File: src/logic/vec_settings.svh
`ifndef VEC_SETTINGS_SVH
`define VEC_SETTINGS_SVH

// Architectural register count, indices wrap modulo this value
`define VEC_NUM_VREG 8

// Width of one vector register in bits
`define VEC_VLEN 64

// Entries in the instruction FIFO
`define VEC_CMDQ_DEPTH 4

// Largest register group one instruction can span
`define VEC_MAX_LMUL 4

`endif
File: src/logic/vec_vrf.sv
`timescale 1ns/100ps
`include "vec_settings.svh"

module vec_vrf (
  input  logic                             clk,
  input  logic                             rst_n,
  input  logic [$clog2(`VEC_NUM_VREG)-1:0] rd_a_idx,
  input  logic [$clog2(`VEC_NUM_VREG)-1:0] rd_b_idx,
  output logic [`VEC_VLEN-1:0]             rd_a_data,
  output logic [`VEC_VLEN-1:0]             rd_b_data,
  input  logic                             wr_en,
  input  logic [$clog2(`VEC_NUM_VREG)-1:0] wr_idx,
  input  logic [`VEC_VLEN-1:0]             wr_data,
  input  logic [$clog2(`VEC_NUM_VREG)-1:0] dbg_idx,
  output logic [`VEC_VLEN-1:0]             dbg_data
);

  logic [`VEC_VLEN-1:0] regs [`VEC_NUM_VREG];

  // Architectural state starts at zero
  always_ff @(posedge clk or negedge rst_n) begin
    if (!rst_n) begin
      for (int i = 0; i < `VEC_NUM_VREG; i++) begin
        regs[i] <= '0;
      end
    end else if (wr_en) begin
      regs[wr_idx] <= wr_data;
    end
  end

  // Uop operands
  assign rd_a_data = regs[rd_a_idx];
  assign rd_b_data = regs[rd_b_idx];

  // Software view of the registers
  assign dbg_data = regs[dbg_idx];

endmodule

File: config.mk
export PLATFORM = sky130hd
export DESIGN_NAME = vec_vrf
export DESIGN_NICKNAME = d
export VERILOG_FILES = /design/src/logic/vec_vrf.sv
export VERILOG_INCLUDE_DIRS = /design/src /design/src/logic
export SDC_FILE = /design/constraint.sdc
export NUM_CORES = 1
export LEC_CHECK = 0
export CAP_MARGIN = 20
export CORE_MARGIN = 2
export CORE_UTILIZATION = 45
export CTS_CLUSTER_SIZE = 10
export DETAILED_ROUTE_END_ITERATION = 7
export DONT_BUFFER_PORTS = 1
export GPL_ROUTABILITY_DRIVEN = 1
export GPL_TIMING_DRIVEN = 0
export MAX_ROUTING_LAYER = met4
export PLACE_DENSITY_LB_ADDON = 0.15
export SETUP_SLACK_MARGIN = 0.02
export SYNTH_ARGS = -nofsm -noshare
export SYNTH_HDL_FRONTEND = slang
export SYNTH_SLANG_ARGS = --single-unit
File: constraint.sdc
create_clock -name clk -period 1.6 [get_ports clk]
set_input_delay 0.16 -clock clk [delete_from_list [all_inputs] [get_ports clk]]
set_output_delay 0.16 -clock clk [all_outputs]
set_load 0.02 [all_outputs]
======== Word-level counts from Yosys, hierarchy flattened ========
Cells that the tools add are included.
word-level totals
  register bits ........................... 512
  input bits .............................. 79
  output and inout port bits .............. 192
  logic and storage cells ................. 30
cells by class
  $lt $le $gt $ge ......................... 5
  multiplexer cells ....................... 12
  bitwise operators ....................... 4
  reductions and logical operators ........ 1
operators by type and width
  cell                                                                           count
  64-bit binary-select mux with 3-bit select                                     3
  512-bit bitwise mux                                                            1
  64-bit two-way mux                                                             7
  64-bit demux with 3-bit select                                                 1
  4-bit >= comparator (second input constant)                                    4
  3-bit NOT with 4-bit output                                                    4
  4-bit by 1-bit less-than comparator with 1-bit output (second input constant)  1
  1-bit logical AND                                                              1

======== Longest topological paths before layout ========
  word-level depth ........................ 6
  mapped depth ............................ 4
  gate-level depth less buffers ........... 2

======== Least setup slack after synthesis ========
No wires, ideal clock.
  path kind ............................... input to output
  from .................................... input rd_a_idx[0]
  to ...................................... output rd_a_data[43]
  data arrival time ....................... 1.355 ns
  required time ........................... 1.440 ns
  slack ................................... 0.085 ns
  stages .................................. 4
  path buffers ............................ 2
  cells stage by stage .................... buf_4 > buf_6 > mux4_2 > mux2_2
on the way
  cells in the longest elaborated chain, start to end .. 4
RTL lines
  element                                                 line           text
  from (decl)                                             vec_vrf.sv:7   input logic [$clog2(`VEC_NUM_VREG)-1:0] rd_a_idx,
  3-bit NOT with 4-bit output (implied by the code)       vec_vrf.sv:32  assign rd_a_data = regs[rd_a_idx];
  64-bit binary-select mux with 3-bit select              vec_vrf.sv:32
  64-bit two-way mux (implied by the code) (2 in series)  vec_vrf.sv:32
  to (decl)                                               vec_vrf.sv:9   output logic [`VEC_VLEN-1:0] rd_a_data,
No other way between the ends. The select of a mux whose other input is x is not followed.

======== Worst setup path in the final report ========
  from .................................... register regs[301] in the netlist's numbering
  to ...................................... output rd_a_data[45]
on the way
  cells in the longest elaborated chain, start to end .. 3
RTL lines
  element                                                 line           text
  from (decl)                                             vec_vrf.sv:18  logic [`VEC_VLEN-1:0] regs [`VEC_NUM_VREG];
  from (signal, indexed assignment)                       vec_vrf.sv:27  regs[wr_idx] <= wr_data;
  64-bit binary-select mux with 3-bit select              vec_vrf.sv:32
  64-bit two-way mux (implied by the code) (2 in series)  vec_vrf.sv:32
No other way between the ends. The select of a mux whose other input is x is not followed.

==> results.toml <==
[clock_tree]
clk_path_buf_depth = 3
htree_num_levels = 2
cts_made_buffers = 61
clk_latency_ns = 0.63
root_buffer = "clkbuf_16"
cts_tree = "built"
cts_hold_buf = 64
cts.clk_slew.worst_paths_ns = 0.06
cts_sinks = 512

[run]
max_cap_viol_count = 0

[global_routing]
grt_pass1_vias = 19542
grt_util_met3_pct = 6.12
use_met1_pct = 37.6
grt.met2_usage_pct = 43.4
busiest_layer = "met2"
antenna_found_initial = 4
grt_max_degree = 513
grt_use_total_pct = 28.0
globalRouteOverflowTotal = 0
grt_pass1_wl_mm = 139

[synthesis]
async_flop_share_pct = 100
synth_most_common_cell = "mux2_2"
yosys.area.top_type = "dfrtp_1"
ys.flop_type = "dfrtp_1"
synth_common_cells = "704 x mux2_2, 512 x dfrtp_1, 384 x mux4_2, 58 x buf_2, 34 x buf_6"
yosys_warnings = 0
synth-seq-cells = 512
synth_area_sq_um = 30400
synth_nets = 1847
synth.yosys.seq_area_share_pct = 42.1
synth_cells = 1768
yosysUniqueCellTypes = 12
synth_edf_count = 0
synth_top_area_share_pct = 42.1
synth.area.top_cells = "dfrtp_1 42%, mux4_2 28%, mux2_2 26%"
syn_avg_cell_area_sq_um = 17.2

[setup_path]
cp-end-kind = "output pin"
critPathMaxStageDelay_ns = 0.49
worstPathMaxFanout = 4
crit_buf_inv = 0
path_class = "register to output pin"
startpoint_type = "register"
arrival_ns = 1.88
crit_family = "multiplexers"
required_ns = 1.44
critical_path.slowest_cell = "mux4_2"
cp_cell_sequence = "mux4_2 -> mux2_4"

[layout]
final_nets = 1988
drive_gt1_share_pct = 69.2
largest_register_ff_count = 512
area_growth_pct = 15.0
final_cell_area_sq_um = 35000
fillers = 5535
top_regs = "regs: 512 flops"
final_util_pct = 52.2
largest_register = "regs"

[route]
drc = 0
antenna_left = 0
dr.pass1.iters = 5
drt_iter0_drc = 1257
wl_per_cell_um = 33.4
totalWireLength_mm = 94.0
vias = 18588
via_per_inst = 6.60

[floorplanning]
core_sq_um = 67000
fp.dieW_um = 264
design.die.area_sq_um = 69800
die_h_um = 264
ioPinCount = 271
initial_core_util_pct = 45.4
rows = 95

[sta]
worst_pin_slew_ns = 2.00
setup_violations = 192
fin_ws_ns = -0.440
relSlewSlack_pct = -33.7
max_freq_mhz = 490
holdWs_ns = -0.748
rsz0062_at_grt = "yes"
clock_skew_ns = 0
final_hold_viol_count = 512
maxSlewViolCount = 223
period_share_pct = 127
period_needed_ns = 2.04

[placement]
dpl_cell_area_sq_um = 31600
port-buffer-count = 0
hpwl_mm = 58.2
place.gp.congestion = 0.851

[run_status]
outcome = "finished, violations left"
violations = "hold timing, slew limit, setup timing"

[hold_path]
min_path_type = "primary input to asynchronous set/reset pin"

[power_and_ir_drop]
power_leakage_nw = 14.3
p_per_area_nw_per_um2 = 1310
ir_drop_uv = 899
worst paths after layout:
path	slack [ns]	endpoint	startpoint	depth (start not counted)
min reg2reg	0.55	regs[125]$_DFFE_PN0P_	regs[125]$_DFFE_PN0P_	1
min	-0.75	regs[53]$_DFFE_PN0P_	rst_n	0
max reg2reg	0.56	regs[289]$_DFFE_PN0P_	regs[289]$_DFFE_PN0P_	3
max in group asynchronous	0.77	regs[347]$_DFFE_PN0P_	rst_n	0
max	-0.44	rd_a_data[45]	regs[301]$_DFFE_PN0P_	2
min in group clk	0.13	regs[495]$_DFFE_PN0P_	wr_idx[2]	3
per-layer routing:
metal  wire (um)  vias to the layer above
met5           0                        -
li1            -                     7467
met4        2480                        0
met1       39600                    10312
met3        6390                      158
met2       45500                      651
area by class of cell:
| type | count | area (sq um) | share of cell area [%] |
|---|---|---|---|
| multi-input cells | 1096 | 17400 | 49.6 |
| flip-flops and latches | 512 | 12800 | 36.6 |
| clock buffers | 88 | 1780 | 5.09 |
| plain buffers | 160 | 1140 | 3.27 |
| well taps | 873 | 1090 | 3.12 |
| repair buffers | 78 | 761 | 2.17 |
| clock inverters | 5 | 28.8 | 0.0822 |
| diodes | 4 | 10.0 | 0.0286 |
cells in the final DEF (no fill, tap or decap):
cell type,count
mux2_2,512
dfrtp_1,512
mux4_2,384
mux2_4,192
buf_2,66
dlygate4sd3_1,64
clkbuf_16,63
buf_6,34
clkbuf_2,27
buf_4,26
clkdlybuf4s15_2,16
clkbuf_1,16
clkbuf_8,11
diode_2,4
clkinv_2,4
and4bb_2,3
nand4b_1,3
buf_8,2
buf_1,1
nor4b_1,1
nand4_1,1
inv_6,1
per-stage QoR:
stage | power [W] | cells | TNS [ns] | worst slack [ns]
3_3_place_gp | 0.0313 | 2641 | -187.28 | -0.891
6_report | 0.0460 | 2816 | -75.93 | -0.440
4_1_cts | 0.0463 | 2804 | -83.62 | -0.485
2_1_floorplan | 0.0286 | 1768 | 0 | 0.0848
5_1_grt | 0.0479 | 2816 | -85.49 | -0.503
3_5_place_dp | 0.0317 | 2642 | -177.23 | -0.835
power breakdown:
part / internal, W / total, W / leakage [nW] / switching (W)
Combinational: 0.00838 / 0.0144 / 7.27 / 0.00605
Sequential: 0.0158 / 0.0186 / 6.14 / 0.00276
Clock: 0.00755 / 0.0130 / 0.892 / 0.00545
cell families (layout without fill, tap and decap cells):
family	count (synthesis)	after routing	share of synthesized area [%]
buffers and inverters	160	331	3.22
and+or+nand+nor	8	8	0.259
muxes	1088	1088	54.4
other	0	4	0
DFF	512	512	42.1
what timing repair did:
action	CTS	global route
endpoints found under the setup margin	192	192
setup buffers	5	7
resized for setup	259	0
endpoints found under the hold margin	1024	512
Note: power is estimated with default switching activity, not from simulation.
