File: config.mk
export PLATFORM = sky130hd
export DESIGN_NAME = vec_cmd_queue
export DESIGN_NICKNAME = d
export VERILOG_FILES = /design/src/logic/vec_pkg.sv /design/src/logic/vec_cmd_queue.sv
export VERILOG_INCLUDE_DIRS = /design/src /design/src/logic
export SDC_FILE = /design/constraint.sdc
export NUM_CORES = 1
export LEC_CHECK = 0
export CAP_MARGIN = 20
export CORE_UTILIZATION = 55
export CTS_BUF_LIST = sky130_fd_sc_hd__clkbuf_8
export DETAILED_ROUTE_END_ITERATION = 6
export DONT_BUFFER_PORTS = 1
export GPL_TIMING_DRIVEN = 0
export PLACE_DENSITY = 0.7
export SLEW_MARGIN = 5
export SYNTH_ARGS = -nofsm -noshare
export SYNTH_HDL_FRONTEND = slang
export SYNTH_SLANG_ARGS = --single-unit
File: constraint.sdc
create_clock -name clk -period 2.34 [get_ports clk]
set_input_delay 0 -clock clk [delete_from_list [all_inputs] [get_ports clk]]
set_output_delay 0 -clock clk [all_outputs]
set_load 0.05 [all_outputs]
File: src/logic/vec_settings.svh
`ifndef VEC_SETTINGS_SVH
`define VEC_SETTINGS_SVH

// Architectural register count, indices wrap modulo this value
`define VEC_NUM_VREG 8

// Width of one vector register in bits
`define VEC_VLEN 64

// Entries in the instruction FIFO
`define VEC_CMDQ_DEPTH 4

// Largest register group one instruction can span
`define VEC_MAX_LMUL 4

`endif
File: src/logic/vec_pkg.sv
package vec_pkg;

  // ALU operations carried in the arithmetic view
  typedef enum logic [2:0] {
    op_sadd  = 3'd0,
    op_ssub  = 3'd1,
    op_splat = 3'd2
  } alu_op_e;

  // Arithmetic instruction, kind is 0
  typedef struct packed {
    logic        kind;
    alu_op_e     op;
    logic [2:0]  vd;
    logic [2:0]  vs1;
    logic [2:0]  vs2;
    logic [15:0] imm;
    logic [2:0]  reserved;
  } arith_view_t;

  // Configuration instruction, kind is 1
  typedef struct packed {
    logic        kind;
    logic        sew16;
    logic [1:0]  lmul_log;
    logic        clr_vxsat;
    logic [26:0] reserved;
  } config_view_t;

  // Both views keep kind in bit 31, so either one can be used to tell them apart
  typedef union packed {
    arith_view_t  arith;
    config_view_t cfg;
  } vec_inst_u;

endpackage

File: src/logic/vec_cmd_queue.sv
`timescale 1ns/100ps
`include "vec_settings.svh"

module vec_cmd_queue (
  input  logic               clk,
  input  logic               rst_n,
  input  logic               in_valid,
  input  vec_pkg::vec_inst_u in_inst,
  output logic               in_ready,
  output logic               out_valid,
  output vec_pkg::vec_inst_u out_inst,
  input  logic               pop
);

  localparam int PTR_W = $clog2(`VEC_CMDQ_DEPTH);

  vec_pkg::vec_inst_u mem [`VEC_CMDQ_DEPTH];

  logic [PTR_W-1:0] wr_ptr;
  logic [PTR_W-1:0] rd_ptr;
  logic [PTR_W:0]   count;
  logic             push;
  logic             take;

  assign in_ready  = (count != (PTR_W + 1)'(`VEC_CMDQ_DEPTH));
  assign out_valid = (count != '0);
  assign out_inst  = mem[rd_ptr];

  assign push = in_valid && in_ready;
  assign take = pop && out_valid;

  // Storage
  always_ff @(posedge clk) begin
    if (push) begin
      mem[wr_ptr] <= in_inst;
    end
  end

  always_ff @(posedge clk or negedge rst_n) begin
    if (!rst_n) begin
      wr_ptr <= '0;
      rd_ptr <= '0;
      count  <= '0;
    end else begin
      if (push) begin
        wr_ptr <= (wr_ptr == PTR_W'(`VEC_CMDQ_DEPTH - 1)) ? '0 : wr_ptr + 1'b1;
      end
      if (take) begin
        rd_ptr <= (rd_ptr == PTR_W'(`VEC_CMDQ_DEPTH - 1)) ? '0 : rd_ptr + 1'b1;
      end
      // Simultaneous push and pop leave the occupancy unchanged
      case ({push, take})
        2'b10:   count <= count + 1'b1;
        2'b01:   count <= count - 1'b1;
        default: count <= count;
      endcase
    end
  end

endmodule

After elaboration in Yosys (flattened, before gate mapping)
Memory sizes are Yosys's and may differ from the RTL's.
Index checks and enable logic that the tools add are counted.
Word-level totals
  bits in registers: 7
  RAM bits: 128
  input bits: 36
  output and inout bits: 34
  word-level logic and storage cells: 22
  memories kept: 1
Operators by class
  add/sub/neg operators: 4
  equal/unequal tests: 5
  mux-type cells: 5
  reduce and logical (&&, ||, !) cells: 4
Memories
  mem: words 4, bits a word 32, rd ports 1, clocked after Yosys merged registers in 0, write ports 1, line vec_cmd_queue.sv:17  | vec_pkg::vec_inst_u mem [`VEC_CMDQ_DEPTH];
Operator list (number)
  == test 2 bit, second input constant: 3
  case mux 3 bit (2 select lines): 1
  adder 2 x 1 -> 2 bit, second input constant: 2
  two-way mux 2 bit: 2
  adder 3 x 1 -> 3 bit, second input constant: 1
  != test 3 bit, second input constant: 1
  nonzero test 3 bit: 1
  subtractor 3 x 1 -> 3 bit, second input constant: 1
  == test 2 x 1 -> 1 bit, second input constant: 1
  logical AND 1 bit: 2
  two-way mux 1 bit: 2
  nonzero test 2 bit: 1

Logic depth before layout (Yosys ltp)
  depth after elaboration: 4
  mapped depth: 9
  depth with buffers taken out: 9

Worst setup path before layout
OpenSTA, ideal clock, no wires.
  path kind: reg2reg
  start: register count[0]
  end: register count[2]
  setup time: 0.079 ns
  arrival time: 2.111 ns
  data required time: 2.261 ns
  slack: 0.150 ns
  cell stages (with the launch flop): 10
  path buffers: 0
  clock period less this slack: 2.190 ns
  cells stage by stage: dfrtp_1 > or3b_4 > and2_4 > inv_1 > ha_1 > inv_1 > fa_1 > xor2_1 > nor2_1 > xor2_1
Between the ends
  longest elaborated chain between the ends: 4
  elaborated cells between the ends (all ways): 10
  classes of those cells: add/sub (2); eq/ne (3); mux (1); reduce/logical (4)
RTL lines
  start: declaration: line vec_cmd_queue.sv:21  | logic [PTR_W:0] count;
  start signal: assignment: line vec_cmd_queue.sv:53  | 2'b10: count <= count + 1'b1;
  start signal: assignment: line vec_cmd_queue.sv:54  | 2'b01: count <= count - 1'b1;
  start signal: assignment: line vec_cmd_queue.sv:55  | default: count <= count;
  != test 3 bit (*): line vec_cmd_queue.sv:25  | assign in_ready = (count != (PTR_W + 1)'(`VEC_CMDQ_DEPTH));
  net in_ready: line vec_cmd_queue.sv:9  | output logic in_ready,
  logical AND 1 bit (*): line vec_cmd_queue.sv:29  | assign push = in_valid && in_ready;
  == test 2 x 1 -> 1 bit / == test 2 bit (equally long branches): line vec_cmd_queue.sv:52  | case ({push, take})
  case mux 3 bit (2 select lines) / nonzero test 2 bit (equally long branches)
Mark *: on every way through the listed nets, which the timed path passes. The rest lies on a longest branch.
A chain may end at the register's enable or synchronous reset.

Worst setup path in the final report
  start: register count[1]
  end: register count[2]
The elaborated chain is that of the path after synthesis.

==> results_dict.tcl <==
set metrics [dict create \
    setup_violations 0 \
    async_flop_share_pct 5.19 \
    ys_warn_count 0 \
    netSwitchingPower_w 0.00333 \
    cp_data_required_time_ns 2.63 \
    clock_latency_ns 0.41 \
    r2r_start "count[1]$_DFFE_PN0P_" \
    drive_gt1_share_pct 31.8 \
    finalHoldViolCount 0 \
    ys.flop_type "edfxtp_1" \
    startpoint_type "flop" \
    drv_slew 0 \
    skew_ns 0.00921 \
    path_class "reg2reg" \
    status "complete, but fails checks" \
    post-place-ws_ns -0.00721 \
    cp-startpoint "count[1]$_DFFE_PN0P_" \
    r2r_cells 9 \
    period_minus_slack_ns 2.30 \
    grt_max_degree 33 \
    grt_pass1_wl_um 12700 \
    syn_inst 208 \
    vias 2183 \
    grt_overflow_total 0 \
    fmax_ghz 0.434 \
    leakage_nw 2.02 \
    port_buffers 0 \
    violations "design-rule violations" \
    die-area_um2 9600 \
    antenna_found_initial 0 \
    tightest_slew_ns 0.880 \
    fp.dieW_um 98.0 \
    critPathMaxFanout 6 \
    fin_tns_setup_ns 0 \
    slowest_delay_ns 0.50 \
    synth_area_um2 5070 \
    first_iter_violations 112 \
    path_depth 9 \
    first_global_vias 2512 \
    routed_wl_um 8130 \
    clk_pin_slew_ns 0.08 \
    power_frac_seq_pct 39.7 \
    std_cell_rows 34 \
    io_pins 70 \
    postSynthAreaPerCell_um2 24.4 \
    nNetsFinal 310 \
    path_cells "or3b_4 -> and2_4 -> inv_2 -> ha_4 -> inv_2 -> fa_2 -> xor2_2 -> nor2_2 -> xor2_1" \
    ir_drop_uv 720 \
    htreeDepth 4 \
    ant_nets 0 \
    start_util_pct 57.5 \
    die_h_um 98.0 \
    synth-edff-count 128 \
    slew_headroom_pct 41.3 \
    area_growth_pct 18.5 \
    hp-class "in2reg" \
    cts_root_buf "clkbuf_8" \
    drc 3 \
    maxCapViolCount 0 \
    slowest_stage "or3b_4" \
    cts_tree "built" \
    antennaDiodeCount 0 \
    p_total_w 0.00844 \
    syn_nets 251 \
    core_um2 8810 \
    crit_family "simple AND/OR/NAND/NOR gates" \
    wire_per_inst_um 20.9 \
    ys_seq_area_share_pct 79.3 \
    clkPwrFrac_pct 21.5 \
    endpoint "count[2]$_DFFE_PN0P_" \
    final_core_util_pct 68.2 \
    grt_usage_pct 18.4 \
    powerDensity_nw_per_um2 1410 \
    mostFrequentLayoutCells "128 x edfxtp_1, 36 x dlygate4sd3_1, 32 x mux4_2" \
    cellInternalPower_w 0.00511 \
    vias_per_cell 5.63 \
    final_common_cell "edfxtp_1" \
    cp_data_arrival_time_ns 2.59 \
    cts_sinks 135 \
    cp_common_cell "inv_2" \
    period_share_pct 98.4 \
    cp_num_buf_inv 2 \
    finalWorstSetupSlack_ns 0.0373 \
    end_kind "flop" \
    gp_congestion 0.804 \
    clockBufferDepth 2 \
    drt_pre_antenna_iters 6 \
    ys_ff_latch 135 \
    comb_power_share_pct 38.8 \
    r2r_end "count[2]$_DFFE_PN0P_" \
    swShare_pct 39.5 \
    cts_buffers 17 \
    ys_types 20 \
    hpwl_um 4740 \
    ff2ff_setup_slack_ns 0.04 \
]
## logic make-up after synthesis
logic type | count (synthesis) | synth area share, %
flops | 135 | 79.3
mux | 37 | 15.5
buf+inv | 15 | 1.41
simple gates | 11 | 1.43
fa+ha+maj | 7 | 1.88
xor+xnor | 3 | 0.519
## sequential cells by signal, summed over array words and instances (netlist names)
register  cells
rd_ptr        2
mem         128
count         3
wr_ptr        2
## cell type report
class                           count  area [um2]
Timing Repair Buffer               40         390
Clock inverter                     15         150
Sequential cell                   135        4020
Fill cell                         540        2800
Tap cell                          108         135
Buffer                              8        45.0
Multi-Input combinational cell     58        1010
Clock buffer                       17         234
Inverter                            7        26.3
## worst min-delay path by stage
stage                       endpoint        start  cells past startpoint  slack (ns)
4_1_cts         mem[1][28]$_DFFE_PP_  in_inst[28]                      1        0.27
2_1_floorplan   count[0]$_DFFE_PN0P_        rst_n                      0       -0.30
5_1_grt         mem[0][20]$_DFFE_PP_  in_inst[20]                      1        0.28
3_3_place_gp   wr_ptr[0]$_DFFE_PN0P_        rst_n                      0       -0.30
6_report         mem[3][5]$_DFFE_PP_   in_inst[5]                      1        0.30
3_5_place_dp    count[1]$_DFFE_PN0P_        rst_n                      0       -0.30
## synthesized netlist by cell type, types with 2 or more instances
cell type / number / area (um2)
mux4_2: 32 / 721
buf_4: 3 / 22.5
clkbuf_1: 2 / 7.51
mux2_4: 2 / 30.0
buf_2: 3 / 15.0
nor2_1: 3 / 11.3
ha_1: 6 / 75.1
and3_2: 4 / 30.0
mux2_2: 2 / 22.5
edfxtp_1: 128 / 3840
dfrtp_1: 7 / 175
inv_1: 7 / 26.3
xor2_1: 2 / 17.5
## power groups by stage
stage | clock [W] | sequential, W | combinational [W]
2_1_floorplan | 0 | 0.00334 | 0.00278
4_1_cts | 0.00185 | 0.00336 | 0.00325
3_3_place_gp | 0 | 0.00337 | 0.00308
6_report | 0.00181 | 0.00335 | 0.00328
5_1_grt | 0.00194 | 0.00339 | 0.00345
3_5_place_dp | 0 | 0.00341 | 0.00314
## routing by layer
metal	GRT usage [%]	routed length [um]	vias to the layer above
met5	0	0	-
met4	7.46	167	0
met3	6.87	497	12
met2	31.9	4320	62
met1	20.5	3140	1123
li1	-	-	986
## repair_timing
action                                  CTS  global route
pin swaps                                 3             7
hold endpoints to repair                139             0
resized for setup                         0             8
setup buffers                             2             2
cloned                                    0             0
hold buffers                             36             0
endpoints found under the setup margin    1             2
## through the flow
step | area, um2 | hold WS (ns) | std cells
after floorplan | 5070 | -0.296 | 208
after global placement | 5200 | -0.295 | 316
after detailed placement | 5200 | -0.295 | 316
after CTS | 5960 | 0.267 | 386
after global routing | 6010 | 0.279 | 388
final | 6010 | 0.301 | 388
(Power assumes the default switching activity.)
