--- src/logic/vec_settings.svh ---
`ifndef VEC_SETTINGS_SVH
`define VEC_SETTINGS_SVH

// Architectural register count, indices wrap modulo this value
`define VEC_NUM_VREG 8

// Width of one vector register in bits
`define VEC_VLEN 64

// Entries in the instruction FIFO
`define VEC_CMDQ_DEPTH 4

// Largest register group one instruction can span
`define VEC_MAX_LMUL 4

`endif
--- src/logic/vec_pkg.sv ---
package vec_pkg;

  // ALU operations carried in the arithmetic view
  typedef enum logic [2:0] {
    op_sadd  = 3'd0,
    op_ssub  = 3'd1,
    op_splat = 3'd2
  } alu_op_e;

  // Arithmetic instruction, kind is 0
  typedef struct packed {
    logic        kind;
    alu_op_e     op;
    logic [2:0]  vd;
    logic [2:0]  vs1;
    logic [2:0]  vs2;
    logic [15:0] imm;
    logic [2:0]  reserved;
  } arith_view_t;

  // Configuration instruction, kind is 1
  typedef struct packed {
    logic        kind;
    logic        sew16;
    logic [1:0]  lmul_log;
    logic        clr_vxsat;
    logic [26:0] reserved;
  } config_view_t;

  // Both views keep kind in bit 31, so either one can be used to tell them apart
  typedef union packed {
    arith_view_t  arith;
    config_view_t cfg;
  } vec_inst_u;

endpackage

--- src/logic/vec_uop_seq.sv ---
`timescale 1ns/100ps
`include "vec_settings.svh"

module vec_uop_seq (
  input  logic               clk,
  input  logic               rst_n,
  input  logic               q_valid,
  input  vec_pkg::vec_inst_u q_inst,
  output logic               q_pop,
  output logic               cnt_load,
  output logic [2:0]         cnt_len,
  output logic               cnt_step,
  input  logic [1:0]         uop_idx,
  input  logic               uop_last,
  output logic [2:0]         rd_a_idx,
  output logic [2:0]         rd_b_idx,
  output logic               iss_valid,
  output vec_pkg::alu_op_e   iss_op,
  output logic               iss_sew16,
  output logic [2:0]         iss_vd,
  output logic [15:0]        iss_imm,
  output logic               iss_last,
  input  logic               wb_vxsat,
  input  logic               wb_valid,
  output logic               vxsat
);

  typedef enum logic {
    IDLE,
    ISSUE
  } state_e;

  state_e             state;
  vec_pkg::vec_inst_u inst_q;
  logic               sew16_q;
  logic [2:0]         grp_q;
  logic [2:0]         grp_new;
  logic               is_cfg;

  assign is_cfg = q_inst.cfg.kind;

  // Pop only while idle, one instruction per visit
  assign q_pop    = (state == IDLE) && q_valid;
  assign cnt_load = q_pop && !is_cfg;
  assign cnt_len  = grp_q;
  assign cnt_step = (state == ISSUE);

  // Encoded LMUL to group size, 3 saturates at the largest group
  always_comb begin
    case (q_inst.cfg.lmul_log)
      2'd0:    grp_new = 3'd1;
      2'd1:    grp_new = 3'd2;
      default: grp_new = 3'(`VEC_MAX_LMUL);
    endcase
  end

  always_ff @(posedge clk or negedge rst_n) begin
    if (!rst_n) begin
      state   <= IDLE;
      sew16_q <= 1'b0;
      grp_q   <= 3'd1;
    end else begin
      case (state)
        IDLE: begin
          if (q_pop && is_cfg) begin
            sew16_q <= q_inst.cfg.sew16;
            grp_q   <= grp_new;
          end else if (q_pop) begin
            state <= ISSUE;
          end
        end
        ISSUE: begin
          if (uop_last) begin
            state <= IDLE;
          end
        end
        default: state <= IDLE;
      endcase
    end
  end

  // Held for the issue cycles of this instruction
  always_ff @(posedge clk) begin
    if (cnt_load) begin
      inst_q <= q_inst;
    end
  end

  // A clear from a newer config wins over a retire of an older instruction
  always_ff @(posedge clk or negedge rst_n) begin
    if (!rst_n) begin
      vxsat <= 1'b0;
    end else if (q_pop && is_cfg && q_inst.cfg.clr_vxsat) begin
      vxsat <= 1'b0;
    end else if (wb_valid && wb_vxsat) begin
      vxsat <= 1'b1;
    end
  end

  // Register indices advance with the uop and wrap modulo 8
  assign rd_a_idx  = inst_q.arith.vs1 + {1'b0, uop_idx};
  assign rd_b_idx  = inst_q.arith.vs2 + {1'b0, uop_idx};
  assign iss_vd    = inst_q.arith.vd + {1'b0, uop_idx};
  assign iss_valid = (state == ISSUE);
  assign iss_op    = inst_q.arith.op;
  assign iss_imm   = inst_q.arith.imm;
  assign iss_sew16 = sew16_q;
  assign iss_last  = uop_last;

endmodule

--- config.mk ---
export PLATFORM = sky130hd
export DESIGN_NAME = vec_uop_seq
export DESIGN_NICKNAME = d
export VERILOG_FILES = /design/src/logic/vec_pkg.sv /design/src/logic/vec_uop_seq.sv
export VERILOG_INCLUDE_DIRS = /design/src /design/src/logic
export SDC_FILE = /design/constraint.sdc
export NUM_CORES = 1
export LEC_CHECK = 0
export BUFFER_PORTS_ARGS = -buffer_cell sky130_fd_sc_hd__buf_4
export CAP_MARGIN = 15
export CORE_MARGIN = 2
export CORE_UTILIZATION = 43
export DETAILED_ROUTE_END_ITERATION = 6
export PLACE_DENSITY = 0.78
export SETUP_SLACK_MARGIN = 0.1
export SYNTH_ARGS = -nofsm -noshare
export SYNTH_HDL_FRONTEND = slang
export SYNTH_SLANG_ARGS = --single-unit
export TNS_END_PERCENT = 5
--- constraint.sdc ---
create_clock -name clk -period 2.5 [get_ports clk]
set_input_delay 0.25 -clock clk [delete_from_list [all_inputs] [get_ports clk]]
set_output_delay 0.25 -clock clk [all_outputs]
set_load 0.1 [all_outputs]
======== Yosys cells after proc, flatten, opt, wreduce, memory -nomap -nowiden ========
Cells that the tools add are included.
Widths: inputs -> output; s select.
word-level totals
  register bits ........................... 37
  input port bits ......................... 40
  output and inout bits ................... 38
  logic and storage cells ................. 26
cells by class
  add/subtract/negate cells ............... 3
  equal/unequal tests ..................... 1
  multiplexer cells ....................... 7
  bitwise operators ....................... 1
  reduce and logical (&&, ||, !) cells .... 9
operators with widths
  cell                count
  $add 3x2->3         3
  $pmux 3 s2          1
  $logic_and 1x1->1   5
  $mux 1              5
  $eq 2x1->1 const B  1
  $logic_not 2->1     1
  $pmux 1 s2          1
  $reduce_and 2->1    1
  $reduce_bool 2->1   1
  $logic_not 1->1     1
  $not 1->1           1

======== Depth between registers and ports, before layout ========
  depth in word-level cells ............... 5
  gate-level depth with buffers ........... 3
  gate-level depth less buffers ........... 3

======== Worst setup path after synthesis ========
Ideal clock, no wire load.
  path type ............................... reg2reg
  from .................................... reg state (netlist: cnt_step)
  to ...................................... reg inst_q[10] (netlist name), enable pin
  setup time .............................. 473 ps
  arrival ................................. 3494 ps
  required time ........................... 2027 ps
  path slack .............................. -1466 ps
  cell stages (with the launch flop) ...... 3
  path buffers ............................ 0
  clock period less this slack ............ 3966 ps
  cells stage by stage .................... dfrtp_1 > nand2b_1 > nor2_1
between the ends
  cells in the longest elaborated chain, start to end .. 3
ends and longest elaborated chain
  element                     RTL line           text
  start: declaration          vec_uop_seq.sv:33  state_e state;
  start signal: assignment    vec_uop_seq.sv:59  state <= IDLE;
  start signal: assignment    vec_uop_seq.sv:69  state <= ISSUE;
  start signal: assignment    vec_uop_seq.sv:74  state <= IDLE;
  $not 1->1 (no source line)  n/a
  $logic_and 1x1->1           vec_uop_seq.sv:43  assign q_pop = (state == IDLE) && q_valid;
  $logic_and 1x1->1           vec_uop_seq.sv:44  assign cnt_load = q_pop && !is_cfg;
  named net cnt_load          vec_uop_seq.sv:10  output logic cnt_load,
  end signal: assignment      vec_uop_seq.sv:85  inst_q <= q_inst;
  end: declaration            vec_uop_seq.sv:34  vec_pkg::vec_inst_u inst_q;
The timed path passes the listed nets, and every way through them passes these cells.
A chain may end at the register's enable or synchronous reset.

======== Final worst setup path ========
  from .................................... reg inst_q[25] (netlist name)
  to ...................................... out iss_vd[2]
between the ends
  cells in the longest elaborated chain, start to end .. 1
ends and longest elaborated chain
  element           RTL line            text
  $add 3x2->3       vec_uop_seq.sv:103  assign iss_vd = inst_q.arith.vd + {1'b0, uop_idx};
  end: declaration  vec_uop_seq.sv:20   output logic [2:0] iss_vd,
Every way passes these cells.

==> run metrics <==
total CTS buffers=5; final antenna-violating net count=0; Site Rows=20; drt first-iter violations=18; Tcrit/Tclk final=0.814; clock power share=0.228; Post-CTS Resized=0; Yosys top cell area share=0.601; Max-slew headroom=0.686; Die ar.=roughly 3700 um^2; Crit Path Category=flip-flop to output port; Non-Filler Instances=around 180; htree depth=2; latest clock arrival within the worst-skew pair=0.32 ns; data required time at the worst endpoint=~2.3 ns; GRT overflow=0; Internal Pwr Total=just under 1 mW; Design Area, Final=approximately 2000 um^2; Yosys top cell by area=edfxtp_1; Placer Congestion=approximately 0.62; vias per inst=approximately 4.2; placed insts=between 150 and 200; initial antenna violation count=0; Worst Skew=about 0.0038 ns; Worst VDD drop=622 uV; Worst Slack Setup Final=0.466 ns; core box area=roughly 3100 um^2; pre-CTS setup slack=just under 0.8 ns; CTS clk-pin slew, worst paths=around 0.10 ns; Layout area overhead=39.3%; Initial Util=0.454; DIE HEIGHT=61.0 um; CP delay by family, top=adder cells; CP cell instances=ha_1 > fa_1 > xor2_1 > buf_4; CP max stage cell=fa_1; pwr dens=approximately 840 nW/um^2; Setup-failing EPs final=0; maximum number of pins on one net before global-route repair=18; Syn Nets=124; Hold Crit Class=input port to flip-flop; first-pass GRT wire length=around 3600 um; most area-consuming cells after synthesis=edfxtp_1, buf_4, dfrtp_1, fa_1, mux2_4; CTS tree=done; Tot GR Track Use=0.142; Root Buffer=clkbuf_4; Sw Ratio=0.389; final setup TNS=0 ns; IO Port Bufs=between 70 and 80; CP peak stage delay=~0.39 ns; Max Fclk=between 0.4 and 0.5 GHz; Synth cell types=16; Top Ports=slightly below 80; vias in the first global route=approximately 800; Avg Inst Size Synth=roughly 18 um^2; RR Endpoint=inst_q[18]; Mapped Area=1400 um^2; NetSw=633 uW; routed len/inst=13.2 um; hold wc startpoint=q_inst[13]; CTS max path bufs=2; critical path fanouts, max=1; layout cells sized above 1=0.629; placed cell areas=roughly 1900 um^2; Crit path arrival time=~1.8 ns; vias=roughly 780; Buf+Inv Stages, Crit Path=1; Cells after Synth=78; crit start category=flip-flop; antenna diode count=0; Sink Count=34; commonest cells after routing, fill and taps aside=buf_4, edfxtp_1, clkbuf_4, dfrtp_1, mux2_4; drt drc=0; Worst-Margin Slew=around 0.47 ns; Post-CTS Setup Inserts=0; reg-to-reg slack, setup=about 0.84 ns; Tot Pwr=1.63 mW; Leak=roughly 0.87 nW; First-pass DRT Iterations=4; RR Startpoint=cnt_step; post-synthesis register bit count=34; post-DP HPWL=between 1500 and 2000 um; Sequential Power Share=0.415; fin. max-slew vios=0; final wirelength=between 2000 and 2500 um; synth warn=0; endpoint type of the worst setup path=output port; commonest non-fill, non-tap cell in the layout=buf_4; Comb power frac=0.357; post-synthesis sequential area ratio=0.709; RSZ-0062 raised after global routing=false; die width=a little over 60 um; final hold vios=0; layout net count=between 150 and 200; Final min period=~2.0 ns; FF-to-FF path depth=3; status=finished, final reports clean; Min-Delay Endpoint=inst_q[13]; Worst Hold Depth=1; hold buffer count at cts=1; max cap viols=0
## power groups by stage
stage          clock network, mW  logic (mW)  registers [mW]
2_1_floorplan                  0       0.344           0.811
3_3_place_gp                   0       0.578           0.687
3_5_place_dp                   0       0.584           0.687
4_1_cts                    0.386       0.586           0.676
5_1_grt                    0.408       0.598           0.680
6_report                   0.372       0.581           0.675
## through the flow
| stage | util | hold slack (ns) |
|---|---|---|
| 2_1_floorplan | - | -0.0456 |
| 3_3_place_gp | 0.607 | 0.0600 |
| 3_5_place_dp | 0.607 | 0.0610 |
| 4_1_cts | 0.633 | 0.0743 |
| 5_1_grt | 0.633 | 0.0604 |
| 6_report | 0.633 | 0.0956 |
## cells in the mapped netlist
cell and number:
dfrtp_1 5, o22ai_1 1, dfstp_2 1, buf_4 21, a31oi_1 1, mux2_4 4
nor2_1 2, nand2b_1 1, nand3b_4 1, ha_1 3, nor2b_1 1, fa_1 3
inv_1 2, xor2_1 3, edfxtp_1 28, a21oi_1 1
## kinds of logic (layout without fill, tap and decap cells)
group | count (synthesis) | count (layout) | synth area share
compound gates | 3 | 3 | 0.0125
xor+xnor | 3 | 3 | 0.0188
fa+ha+maj | 6 | 6 | 0.0698
buf+inv | 23 | 85 | 0.118
flops | 34 | 34 | 0.709
mux | 4 | 4 | 0.0429
simple gates | 5 | 5 | 0.0286
## worst max path at each step
stage,from,end,depth (start not counted)
final,inst_q[25],iss_vd[2],4
after global routing,inst_q[25],iss_vd[2],4
after CTS,cnt_step,cnt_load,3
after detailed placement,uop_idx[0],iss_vd[2],5
after global placement,uop_idx[0],rd_a_idx[2],5
after floorplan,inst_q[25],iss_vd[2],3
## cell type report
type / instances / area, um^2
tap: 44 / 55.1
clock buffer: 5 / 37.5
timing repair buffer: 76 / 573
fill: 254 / 1130
clock inverter: 2 / 33.8
sequential: 34 / 992
multi-input combinational: 21 / 249
inverter: 2 / 7.51
## routing by layer
layer | vias up | part of all wire | track usage
li1 | 377 | - | -
met2 | 36 | 0.53 | 0.219
met3 | 2 | 0.095 | 0.0735
met1 | 362 | 0.37 | 0.165
met5 | - | 0 | 0
met4 | 0 | 0.0058 | 0.0652
## registers in the layout, summed over array words and instances, names as in the netlist
signal,cells
iss_sew16,1
cnt_step,1
vxsat,1
cnt_len,3
inst_q,28
No activity file was read; power rests on OpenSTA's default activity.
