## src/logic/vec_settings.svh

```systemverilog
`ifndef VEC_SETTINGS_SVH
`define VEC_SETTINGS_SVH

// Architectural register count, indices wrap modulo this value
`define VEC_NUM_VREG 8

// Width of one vector register in bits
`define VEC_VLEN 64

// Entries in the instruction FIFO
`define VEC_CMDQ_DEPTH 4

// Largest register group one instruction can span
`define VEC_MAX_LMUL 4

`endif
```

## src/logic/vec_uop_counter.sv

```systemverilog
`timescale 1ns/100ps

module vec_uop_counter (
  input  logic       clk,
  input  logic       rst_n,
  input  logic       load,
  input  logic [2:0] len,
  input  logic       step,
  output logic [1:0] idx,
  output logic       last
);

  logic [2:0] len_q;

  // Group size of 1 after reset, so a lone uop is also the last one
  always_ff @(posedge clk or negedge rst_n) begin
    if (!rst_n) begin
      idx   <= '0;
      len_q <= 3'd1;
    end else if (load) begin
      idx   <= '0;
      len_q <= len;
    end else if (step) begin
      idx <= idx + 1'b1;
    end
  end

  assign last = ({1'b0, idx} == (len_q - 3'd1));

endmodule

```

## config.mk

```make
export PLATFORM = sky130hd
export DESIGN_NAME = vec_uop_counter
export DESIGN_NICKNAME = d
export VERILOG_FILES = /design/src/logic/vec_settings.svh /design/src/logic/vec_uop_counter.sv
export SDC_FILE = /design/constraint.sdc
export NUM_CORES = 1
export LEC_CHECK = 0
export BUFFER_PORTS_ARGS = -buffer_cell sky130_fd_sc_hd__buf_2
export CELL_PAD_IN_SITES_DETAIL_PLACEMENT = 0
export CELL_PAD_IN_SITES_GLOBAL_PLACEMENT = 2
export CORE_AREA = 5 5 42 44
export CTS_BUF_LIST = sky130_fd_sc_hd__clkbuf_8
export DETAILED_ROUTE_END_ITERATION = 10
export DIE_AREA = 0 0 47 49
export HOLD_SLACK_MARGIN = 0.15
export MAX_ROUTING_LAYER = met4
export PLACE_DENSITY = 0.62
export SETUP_SLACK_MARGIN = 0.15
export SKIP_CTS_REPAIR_TIMING = 1
export SYNTH_ARGS = -nofsm -noshare
export SYNTH_HDL_FRONTEND = slang
export SYNTH_SLANG_ARGS = --single-unit
export TNS_END_PERCENT = 10
```

## constraint.sdc

```tcl
create_clock -name clk -period 2.3 [get_ports clk]
set_clock_uncertainty 0.1 [all_clocks]
set_input_delay 0.345 -clock clk [delete_from_list [all_inputs] [get_ports clk]]
set_output_delay 0.345 -clock clk [all_outputs]
set_load 0.05 [all_outputs]
```

# == Word level (Yosys, flattened, before mapping) ==
# Index checks and enable logic that the tools add are counted.
# totals
wordCells,8
ff_bits,5
in_bits,7
output_inout_bits,3
# op_classes
mux,2
reduce_logical,1
n_eq_ne,1
add_sub_neg,2
# ops
operator,n
2-bit two-way mux,2
2-bit by 3-bit equality test with 1-bit output,1
3-bit by 1-bit subtractor with 3-bit output (second input constant),1
2-bit by 1-bit adder with 2-bit output (second input constant),1
2-bit nonzero test,1

# == Longest topological paths before layout ==
# Gate-level depths: netlist of the first run.
# logic_depth
word_depth,3
ltp_mapped,4
mapped_depth_nobuf,4

# == Least setup slack after synthesis of the first run ==
# Ideal clock, no wire load.
# synth_timing
path_type,flip-flop to output port
start,register len_q[0]
end,output last
path_slack_ns,0.243
arrival_ns,1.612
path_stages_with_launch,5
path_cell_list,dfstp_2 -> inv_1 -> ha_1 -> xnor2_1 -> nor3_2
# synth_between
elab_chain_len,2
# synth_lines
element,line,text
start: declaration,vec_uop_counter.sv:13,logic [2:0] len_q;
start signal: assignment,vec_uop_counter.sv:22,len_q <= len;
3-bit by 1-bit subtractor with 3-bit output,vec_uop_counter.sv:28,"assign last = ({1'b0, idx} == (len_q - 3'd1));"
2-bit by 3-bit equality test with 1-bit output,vec_uop_counter.sv:28,
end: declaration,vec_uop_counter.sv:10,output logic last
# Every way passes these cells.

# == Final worst setup path of the first run ==
# Same ends and word-level chain as after synthesis.

==> out/metrics.cfg, run 1 <==
[logic_synthesis]
netlist_area_um2 = 246
syn_area_per_cell_um2 = 11.2
synth_seq_area_share_pct = 51.3
synth_ff_type = dfrtp_1
yosys-top-cells-area = dfrtp_1 (41%), dfstp_2 (11%), xnor2_1 (11%)
synthesis.nets = 30
synth-edff-count = 0
ys_warn_count = 0
synthArstFlopShare_pct = 100
synth_top_area_share_pct = 40.6
synthTopCellsByCount = dfrtp_1 (4), xnor2_1 (3), inv_1 (2), nand2_1 (2), o21ai_0 (2)
syn_inst = 22
synth.most_common_cell = dfrtp_1
synth_top_area_cell = dfrtp_1
synth_seq_cells = 5
synth.distinct_cells = 14

[placed_design]
globalplace.congestion = 0.707
placed_area_um2 = 312
port-buffer-count = 9
place_ws_ns = 0.481

[final_layout]
diodes = 0
n_fill_cell = 162
area_growth_syn_to_layout_pct = 48.7
final_cell_area_um2 = 367
layout.nets = 45
drive_gt1_share_pct = 44.4

[route]
finalWirelength_um = 461
antenna_left = 0
drt_iter0_drc = 0
drc = 0
via_per_inst = 3.67
wl_per_cell_um = 8.87
vias = 191
first_pass_iters = 1

[worst_setup_path]
critPathLaunchType = register
path_class = reg -> out
slowest_stage = dfstp_2
critPathLaunch = len_q[0]
rr_startpoint = idx[0]
worstPathRequired_ns = 1.86
reg2reg_slack_ns = 1.38
critPathMaxStageDelay_ns = 0.52
cp.arrival_ns = 1.59
r2r_cells = 2
cp-end-kind = primary output
critical_path.max_fanout = 2
rr_endpoint = idx[1]
crit_chain = inv_1 > ha_1 > xnor2_1 > nor3_2 > buf_2

[sta]
drv_slew = 0
setup_viol = 0
final.setup.tns_ns = 0
fin_ws_ns = 0.266
rsz0062_at_grt = false
tightest_slew_ns = 0.250
fin_crit_ns = 2.03
hold_violations = 0
period_share_pct = 88.4
max-slew-margin-rel_pct = 83.5
fmax_mhz = 492

[global_route]
antenna_found_initial = 0
grt_util_all_layers_pct = 5.50
first_global_vias = 224
grt_max_degree = 8
grt_overflow = 0
grt_pass1_wl_um = 834

[clocking]
htreeDepth = 1
clk_pin_slew_worst_paths_ns = 0.03
clock-root-buffer = clkbuf_8
cts_tree = done
clock_path_buffers = 2
clkSinkCount = 5
numCtsBuffers = 3
insertion_delay_ns = 0.22

[power]
pwr_density_cell_mw_per_mm2 = 883
ir_drop_v = 0.000269
power.total_mw = 0.324
p_leak_nw = 0.178

[floorplan]
die_h_um = 49
pin_count = 10
fp.dieArea_mm2 = 0.00230
fp-row-count = 14
start_util_pct = 17.6
die-width_um = 47
coreArea_mm2 = 0.00140

[hold_path]
holdPathEnd = len_q[1]
hp-start = len[1]
holdPathStages = 3
min_path_type = in -> reg

[flow_run]
cap_violations = 0

[outcome]
status = finished, final reports clean

-- flip-flops by register name (all words and copies together), names as in the netlist --
signal	count
idx	2
len_q	3
-- critical path: cells and delay by family (launching register included) --
family / cells / cell delay (ns)
buffers and inverters: 2 / 0.32
adders and majority gates: 1 / 0.29
and+or+nand+nor: 1 / 0.09
DFF: 1 / 0.52
xor gates and xnor gates: 1 / 0.14
-- metrics by stage --
| step | std cells | util (%) | hold slack (ns) |
|---|---|---|---|
| after floorplan | 22 | - | -0.0506 |
| after global placement | 47 | 22.2 | 0.0611 |
| after detailed placement | 47 | 22.2 | 0.0648 |
| after CTS | 51 | 25.4 | -0.169 |
| after global routing | 52 | 26.2 | 0.230 |
| final | 52 | 26.2 | 0.235 |
-- placed cells by master, fill, tap and decap left out --
| cell type | count |
|---|---|
| xnor2_1 | 3 |
| mux2_2 | 1 |
| ha_1 | 1 |
| xor2_1 | 1 |
| dfstp_2 | 1 |
| buf_2 | 9 |
| a21oi_1 | 1 |
| nand3b_1 | 1 |
| clkbuf_8 | 3 |
| a21bo_2 | 1 |
| inv_1 | 3 |
| nand2_1 | 2 |
| dfrtp_1 | 4 |
| nor2_1 | 1 |
| nor3_2 | 1 |
| dlygate4sd3_1 | 1 |
| o21ai_0 | 2 |
-- cells by family (layout without fill, tap and decap cells) --
family / after synthesis / in the layout / share of synthesized area, %
flops: 5 / 5 / 51.3
simple gates: 5 / 5 / 11.7
compound gates: 4 / 4 / 10.2
xor+xnor: 4 / 4 / 14.2
buf+inv: 2 / 16 / 3.05
fa+ha+maj: 1 / 1 / 5.08
mux: 1 / 1 / 4.57
-- power by group --
group          internal (mW)  switching [mW]
clock                  0.114          0.0408
combinational         0.0252          0.0390
sequential            0.0976         0.00669
-- per-layer routing --
| layer | global-route usage [%] | wire length [um] | part of all wire (%) |
|---|---|---|---|
| met3 | 2.58 | 35 | 7.6 |
| met5 | - | 0 | 0 |
| met4 | 6.91 | 0 | 0 |
| met1 | 5.32 | 183 | 40 |
| met2 | 6.79 | 242 | 52 |
-- worst max-delay path by stage --
stage | slack (ns) | depth (start not counted) | end
after floorplan | 0.24 | 4 | last
after global placement | 0.47 | 5 | last
after detailed placement | 0.48 | 5 | last
after CTS | 0.24 | 5 | last
after global routing | 0.18 | 5 | last
final | 0.27 | 5 | last
-- final cells by class --
cell class                      count  area, um2  area share [%]
Sequential cell                     5        126            34.5
Multi-Input combinational cell     15        113            30.7
Timing Repair Buffer               10       55.1            15.0
Clock buffer                        3       41.3            11.3
Tap cell                           16       20.0            5.46
Inverter                            2       7.51            2.05
Clock inverter                      1       3.75            1.02
Power figures use the tool's default switching activity.
==> run 2: changes to the inputs <==
--- a/config.mk
+++ b/config.mk
@@ -5,16 +5,17 @@
 export SDC_FILE = /design/constraint.sdc
 export NUM_CORES = 1
 export LEC_CHECK = 0
+export ABC_AREA = 1
 export BUFFER_PORTS_ARGS = -buffer_cell sky130_fd_sc_hd__buf_2
 export CELL_PAD_IN_SITES_DETAIL_PLACEMENT = 0
 export CELL_PAD_IN_SITES_GLOBAL_PLACEMENT = 2
-export CORE_AREA = 5 5 42 44
+export CORE_AREA = 2 2 39 41
 export CTS_BUF_LIST = sky130_fd_sc_hd__clkbuf_8
 export DETAILED_ROUTE_END_ITERATION = 10
-export DIE_AREA = 0 0 47 49
+export DIE_AREA = 0 0 41 43
 export HOLD_SLACK_MARGIN = 0.15
 export MAX_ROUTING_LAYER = met4
-export PLACE_DENSITY = 0.62
+export PLACE_DENSITY = 0.7
 export SETUP_SLACK_MARGIN = 0.15
 export SKIP_CTS_REPAIR_TIMING = 1
 export SYNTH_ARGS = -nofsm -noshare
==> run 2 against run 1 <==
Synthesized area increased by 11%. Sequential share of layout area decreased by 2.9 points. Routed wire length decreased by 0.87%. Critical path type unchanged. Critical endpoint unchanged. Largest cell class unchanged.
==> out/metrics.cfg, run 2 <==
[outcome]
status = finished, final reports clean

[worst_setup_path]
cp-end-kind = primary output
critPathMaxStageDelay_ns = 0.51  ; about the same
path_class = reg -> out
r2r_cells = 4  ; +2
critPathLaunchType = register
cp.arrival_ns = 1.57  ; -0.02 ns
slowest_stage = dfstp_2
crit_chain = inv_1 > ha_1 > inv_1 > nand2_1 > nand2_1 > nand2_1 > nor2_2 > buf_6
critical_path.max_fanout = 3  ; +1
cp_common_cell = nand2_1
worstPathRequired_ns = 1.86  ; about the same

[clocking]
clock_path_buffers = 2  ; unchanged
numCtsBuffers = 3  ; unchanged
clkSinkCount = 5  ; unchanged
clock-root-buffer = clkbuf_8
htreeDepth = 1  ; unchanged
insertion_delay_ns = 0.21  ; about the same
cts_tree = done
clk_pin_slew_worst_paths_ns = 0.03  ; about the same

[logic_synthesis]
synthesis.nets = 42  ; +40%
synth-edff-count = 0  ; unchanged
synth.most_common_cell = nand2_1
synth_compound_area_share_pct = 8.22  ; -1.9 points
synth-simple-area-share_pct = 27.9  ; +16 points
muxShareOfSynthArea_pct = 0  ; -4.6 points
syn_area_per_cell_um2 = 8.06  ; -28%
synthAdderAreaFrac_pct = 4.57  ; -0.51 points
synth_top_area_cell = dfrtp_1
synth.distinct_cells = 13  ; -1
synth_top_family_by_area = simple AND/OR/NAND/NOR gates
synth_top_area_share_pct = 36.5  ; -4.1 points
synth_seq_cells = 5  ; unchanged
syn_inst = 34  ; +55%
synth_ff_type = dfrtp_1
synthArstFlopShare_pct = 100  ; unchanged
synth_xor_area_share_pct = 3.20  ; -11 points
netlist_area_um2 = 274  ; +11%
ys_warn_count = 0  ; unchanged
synthTopCellsByCount = nand2_1 (10), inv_1 (6), dfrtp_1 (4)
yosys-top-cells-area = dfrtp_1 (37%), nand2_1 (14%), dfstp_2 (9.6%)
synth_seq_area_share_pct = 46.1  ; -5.2 points

[sta]
final.setup.tns_ns = 0  ; unchanged
max-slew-margin-rel_pct = 83.5  ; about the same
fin_ws_ns = 0.290  ; +0.0234 ns
drv_slew = 0  ; unchanged
fmax_mhz = 497  ; +1.2%
rsz0062_at_grt = false
fin_crit_ns = 2.01  ; -0.0234 ns
hold_violations = 0  ; unchanged
setup_viol = 0  ; unchanged
tightest_slew_ns = 0.249  ; -0.000831 ns
period_share_pct = 87.4  ; -1.0 points

[route]
wl_per_cell_um = 7.14  ; -19%
first_pass_iters = 4  ; +3
antenna_left = 0  ; unchanged
vias = 228  ; +19%
via_per_inst = 3.56  ; -3.0%
drc = 0  ; unchanged
drt_iter0_drc = 3  ; +3
finalWirelength_um = 457  ; -0.87%

[flow_run]
cap_violations = 0  ; unchanged

[power]
p_leak_nw = 0.216  ; +21%
ir_drop_v = 0.000184  ; -32%
pwr_density_cell_mw_per_mm2 = 792  ; -10%

[global_route]
antenna_found_initial = 0  ; unchanged
grt_max_degree = 9  ; +1
grt_pass1_wl_um = 731  ; -12%
grt_overflow = 0  ; unchanged
grt_util_all_layers_pct = 6.22  ; +0.72 points
first_global_vias = 195  ; -13%

[final_layout]
largest_reg_flops = 3  ; unchanged
top_register = len_q
drive_gt1_share_pct = 39.6  ; -4.9 points
diodes = 0  ; unchanged
top_regs = len_q x3, idx x2
layout.nets = 57  ; +27%
layout_common_cells = nand2_1 (10), buf_2 (8), inv_1 (7)
area_growth_syn_to_layout_pct = 46.1
finalNonFillerCells = 64  ; +23%
layout_commonest_cell = nand2_1
n_fill_cell = 151  ; -6.8%

[placed_design]
placed_cells = 59  ; +26%
place_ws_ns = 0.420  ; -0.0602 ns
port-buffer-count = 9  ; unchanged
place_hpwl_um = 402
globalplace.congestion = 0.637  ; -9.9%

[floorplan]
die_h_um = 43  ; -12%
pin_count = 10  ; unchanged
start_util_pct = 19.8  ; +2.2 points
coreArea_mm2 = 0.00138  ; -1.2%
fp.dieArea_mm2 = 0.00176  ; -23%
fp-row-count = 14  ; unchanged
die-width_um = 41  ; -13%

[hold_path]
min_path_type = in -> reg
holdPathStages = 3  ; unchanged

run 2: cell count changes in the layout (fill, tap and decap cells not counted), sizes merged, moves of 3 or more:
cell	delta
xnor2	-3
inv	+4
nor2	+3
nand2	+9
run 2: power breakdown:
group          total (mW)  switching (mW)  internal [mW]  leakage (nW)
combinational      0.0636          0.0399         0.0237         0.128
clock               0.151          0.0374          0.114        0.0269
sequential          0.102         0.00529         0.0969        0.0610
run 2: final cells by class:
type | count | area, um2 | area share (%)
sequential | 5 | 126 | 31.6
multi-input combinational | 22 | 120 | 30.0
clock inverter | 1 | 3.75 | 0.938
timing repair buffer | 10 | 61.3 | 15.3
tap | 16 | 20.0 | 5.00
clock buffer | 3 | 41.3 | 10.3
inverter | 7 | 27.5 | 6.87
run 2: worst max-delay path, delay by kind of cell (launching register included):
family,cells,cell delay [ns]
buffers and inverters,3,0.28
adder cells (fa/ha/maj),1,0.31
flip-flops,1,0.51
AND/OR/NAND/NOR,4,0.26
run 2: logic make-up after synthesis:
logic type               Yosys count
adder cells (fa/ha/maj)            1
XOR/XNOR                           1
AO/OA/AOI/OAI                      4
AND/OR/NAND/NOR                   16
buffers and inverters              7
flip-flops                         5
run 2: per-layer routing:
metal | vias up | routed length, um | global-route usage, %
li1 | 128 | - | -
met5 | - | 0 | -
met2 | 6 | 224 | 7.19
met4 | 0 | 0 | 4.00
met1 | 94 | 212 | 9.24
met3 | 0 | 21 | 1.57
run 2: final timing paths:
kind	slack [ns]	endpoint	start
max in group asynchronous	1.52	len_q[0]	rst_n
min in group asynchronous	0.37	len_q[2]	rst_n
worst max register to register	1.39	idx[1]	idx[0]
worst min-delay path	0.24	len_q[1]	len[1]
worst min register to register	0.42	len_q[1]	len_q[1]
worst max-delay path	0.29	last	len_q[0]
run 2: metrics by stage:
stage | instance area, um2 | util, % | hold WS (ns) | total power, mW
after global placement | 339 | 24.5 | 0.0611 | 0.164
after CTS | 384 | 27.8 | -0.165 | 0.317
after detailed placement | 339 | 24.5 | 0.0611 | 0.164
after global routing | 400 | 28.9 | 0.261 | 0.338
final | 400 | 28.9 | 0.238 | 0.317
after floorplan | 274 | - | -0.0506 | 0.146
==> run 3: changes to the inputs <==
--- a/config.mk
+++ b/config.mk
@@ -10,12 +10,13 @@
 export CELL_PAD_IN_SITES_DETAIL_PLACEMENT = 0
 export CELL_PAD_IN_SITES_GLOBAL_PLACEMENT = 2
 export CORE_AREA = 2 2 39 41
-export CTS_BUF_LIST = sky130_fd_sc_hd__clkbuf_8
 export DETAILED_ROUTE_END_ITERATION = 10
 export DIE_AREA = 0 0 41 43
+export GPL_TIMING_DRIVEN = 0
 export HOLD_SLACK_MARGIN = 0.15
 export MAX_ROUTING_LAYER = met4
 export PLACE_DENSITY = 0.7
+export RECOVER_POWER = 50
 export SETUP_SLACK_MARGIN = 0.15
 export SKIP_CTS_REPAIR_TIMING = 1
 export SYNTH_ARGS = -nofsm -noshare
==> run 3 against run 2 <==
Clock power down 37%. First-iteration DRC count is 33% lower. Non-clock buffer count is the same.
==> out/metrics.cfg, run 3 (synthesis gave the netlist of run 2 again) <==
[outcome]
status = finished, final reports clean

[power]
pwr_density_cell_mw_per_mm2 = 674  ; -15%
p_leak_nw = 0.202  ; -6.6%
ir_drop_v = 0.000139  ; -24%

[route]
drc = 0  ; unchanged
antenna_left = 0  ; unchanged
drt_iter0_drc = 2  ; -1
vias = 224  ; -1.8%
first_pass_iters = 2  ; -2
via_per_inst = 3.50  ; -1.8%
finalWirelength_um = 461  ; +0.88%
wl_per_cell_um = 7.20  ; +0.88%

[worst_setup_path]
crit_chain = inv_1 > ha_4 > inv_1 > nand2_1 > nand2_1 > nand2_1 > nor2_2 > buf_6
worstPathRequired_ns = 1.86  ; about the same
critPathBufInv = 3  ; unchanged
path_class = reg -> out
critical_path.max_fanout = 3  ; unchanged
critPathMaxStageDelay_ns = 0.52  ; about the same
cp-end-kind = primary output
crit_family = flip-flops
cp.arrival_ns = 1.53  ; -0.04 ns
critPathLaunchType = register
slowest_stage = dfstp_2
cp_common_cell = nand2_1

[floorplan]
fp.dieArea_mm2 = 0.00176  ; unchanged
die_h_um = 43  ; unchanged
fp-row-count = 14  ; unchanged
coreArea_mm2 = 0.00138  ; unchanged
start_util_pct = 19.8  ; unchanged
die-width_um = 41  ; unchanged
pin_count = 10  ; unchanged

[clocking]
clock-root-buffer = clkbuf_4
insertion_delay_ns = 0.23  ; +0.02 ns
clk_pin_slew_worst_paths_ns = 0.04  ; about the same
clock_path_buffers = 2  ; unchanged
htreeDepth = 1  ; unchanged
clkSinkCount = 5  ; unchanged
numCtsBuffers = 3  ; unchanged
cts_tree = done

[sta]
fmax_mhz = 506  ; +1.7%
fin_ws_ns = 0.323  ; +0.0330 ns
tightest_slew_ns = 0.248  ; -0.000475 ns
setup_viol = 0  ; unchanged
worst_hold_slack_ns = 0.220  ; -0.0177 ns
period_share_pct = 86.0  ; -1.4 points
hold_violations = 0  ; unchanged
fin_crit_ns = 1.98  ; -0.0330 ns
max-slew-margin-rel_pct = 83.4  ; about the same
final.setup.tns_ns = 0  ; unchanged
rsz0062_at_grt = false
drv_slew = 0  ; unchanged

[final_layout]
largest_reg_flops = 3  ; unchanged
area_growth_syn_to_layout_pct = 43.4
top_regs = len_q x3, idx x2
layout.nets = 57  ; unchanged
layout_common_cells = nand2_1 (10), buf_2 (7), inv_1 (6)
diodes = 0  ; unchanged
drive_gt1_share_pct = 39.6  ; unchanged
layout_commonest_cell = nand2_1
top_register = len_q

[placed_design]
port-buffer-count = 9  ; unchanged
place_ws_ns = 0.420  ; unchanged
globalplace.congestion = 0.637  ; unchanged
place_hpwl_um = 402  ; unchanged

[global_route]
grt_overflow = 0  ; unchanged
grt_max_degree = 9  ; unchanged
grt_util_all_layers_pct = 5.71  ; -0.52 points
first_global_vias = 187  ; -4.1%
antenna_found_initial = 0  ; unchanged
grt_pass1_wl_um = 690  ; -5.6%

[flow_run]
cap_violations = 0  ; unchanged

[hold_path]
min_path_type = in -> reg

-- run 3: cell count changes in the layout (fill, tap and decap cells not counted), sizes merged --
cell,before,now
clkbuf,3,5
buf,9,8
inv,7,6
-- run 3: power breakdown --
| part | internal (mW) | switching [mW] |
|---|---|---|
| Clock | 0.0652 | 0.0299 |
| Combinational | 0.0259 | 0.0418 |
| Sequential | 0.0967 | 0.00530 |
-- run 3: worst paths after layout --
| path | depth (start not counted) | slack [ns] | to | startpoint |
|---|---|---|---|---|
| setup / recovery | 8 | 0.32 | last | len_q[0] |
| hold / removal | 3 | 0.22 | len_q[2] | len[2] |
| setup reg to reg | 2 | 1.36 | len_q[0] | len_q[0] |
| hold reg to reg | 2 | 0.44 | len_q[2] | len_q[2] |
| max in group asynchronous | 2 | 1.45 | len_q[0] | rst_n |
| min in group asynchronous | 2 | 0.39 | len_q[2] | rst_n |
-- run 3: metrics by stage --
stage | area, um2 | power (mW) | utilization, % | instances
2_1_floorplan | 274 | 0.146 | - | 34
3_5_place_dp | 339 | 0.164 | 24.5 | 59
5_1_grt | 393 | 0.283 | 28.4 | 64
6_report | 393 | 0.265 | 28.4 | 64
4_1_cts | 365 | 0.261 | 26.4 | 63
3_3_place_gp | 339 | 0.164 | 24.5 | 59
-- run 3: layout make-up --
| type | instances | area, um2 |
|---|---|---|
| Clock buffer | 4 | 26.3 |
| Multi-Input combinational cell | 22 | 133 |
| Sequential cell | 5 | 126 |
| Tap cell | 16 | 20.0 |
| Fill cell | 151 | 991 |
| Timing Repair Buffer | 10 | 60.1 |
| Inverter | 7 | 27.5 |
-- run 3: routing by layer --
layer,share of wire (%),global-route usage [%]
met3,3.3,0
met4,0,4.00
met5,0,-
met2,50,7.19
met1,46,8.58
-- run 3: worst min-delay path: stages --
cell and delay (ns):
buf_2 0.08, nand2_1 0.04, o21ai_0 0.05
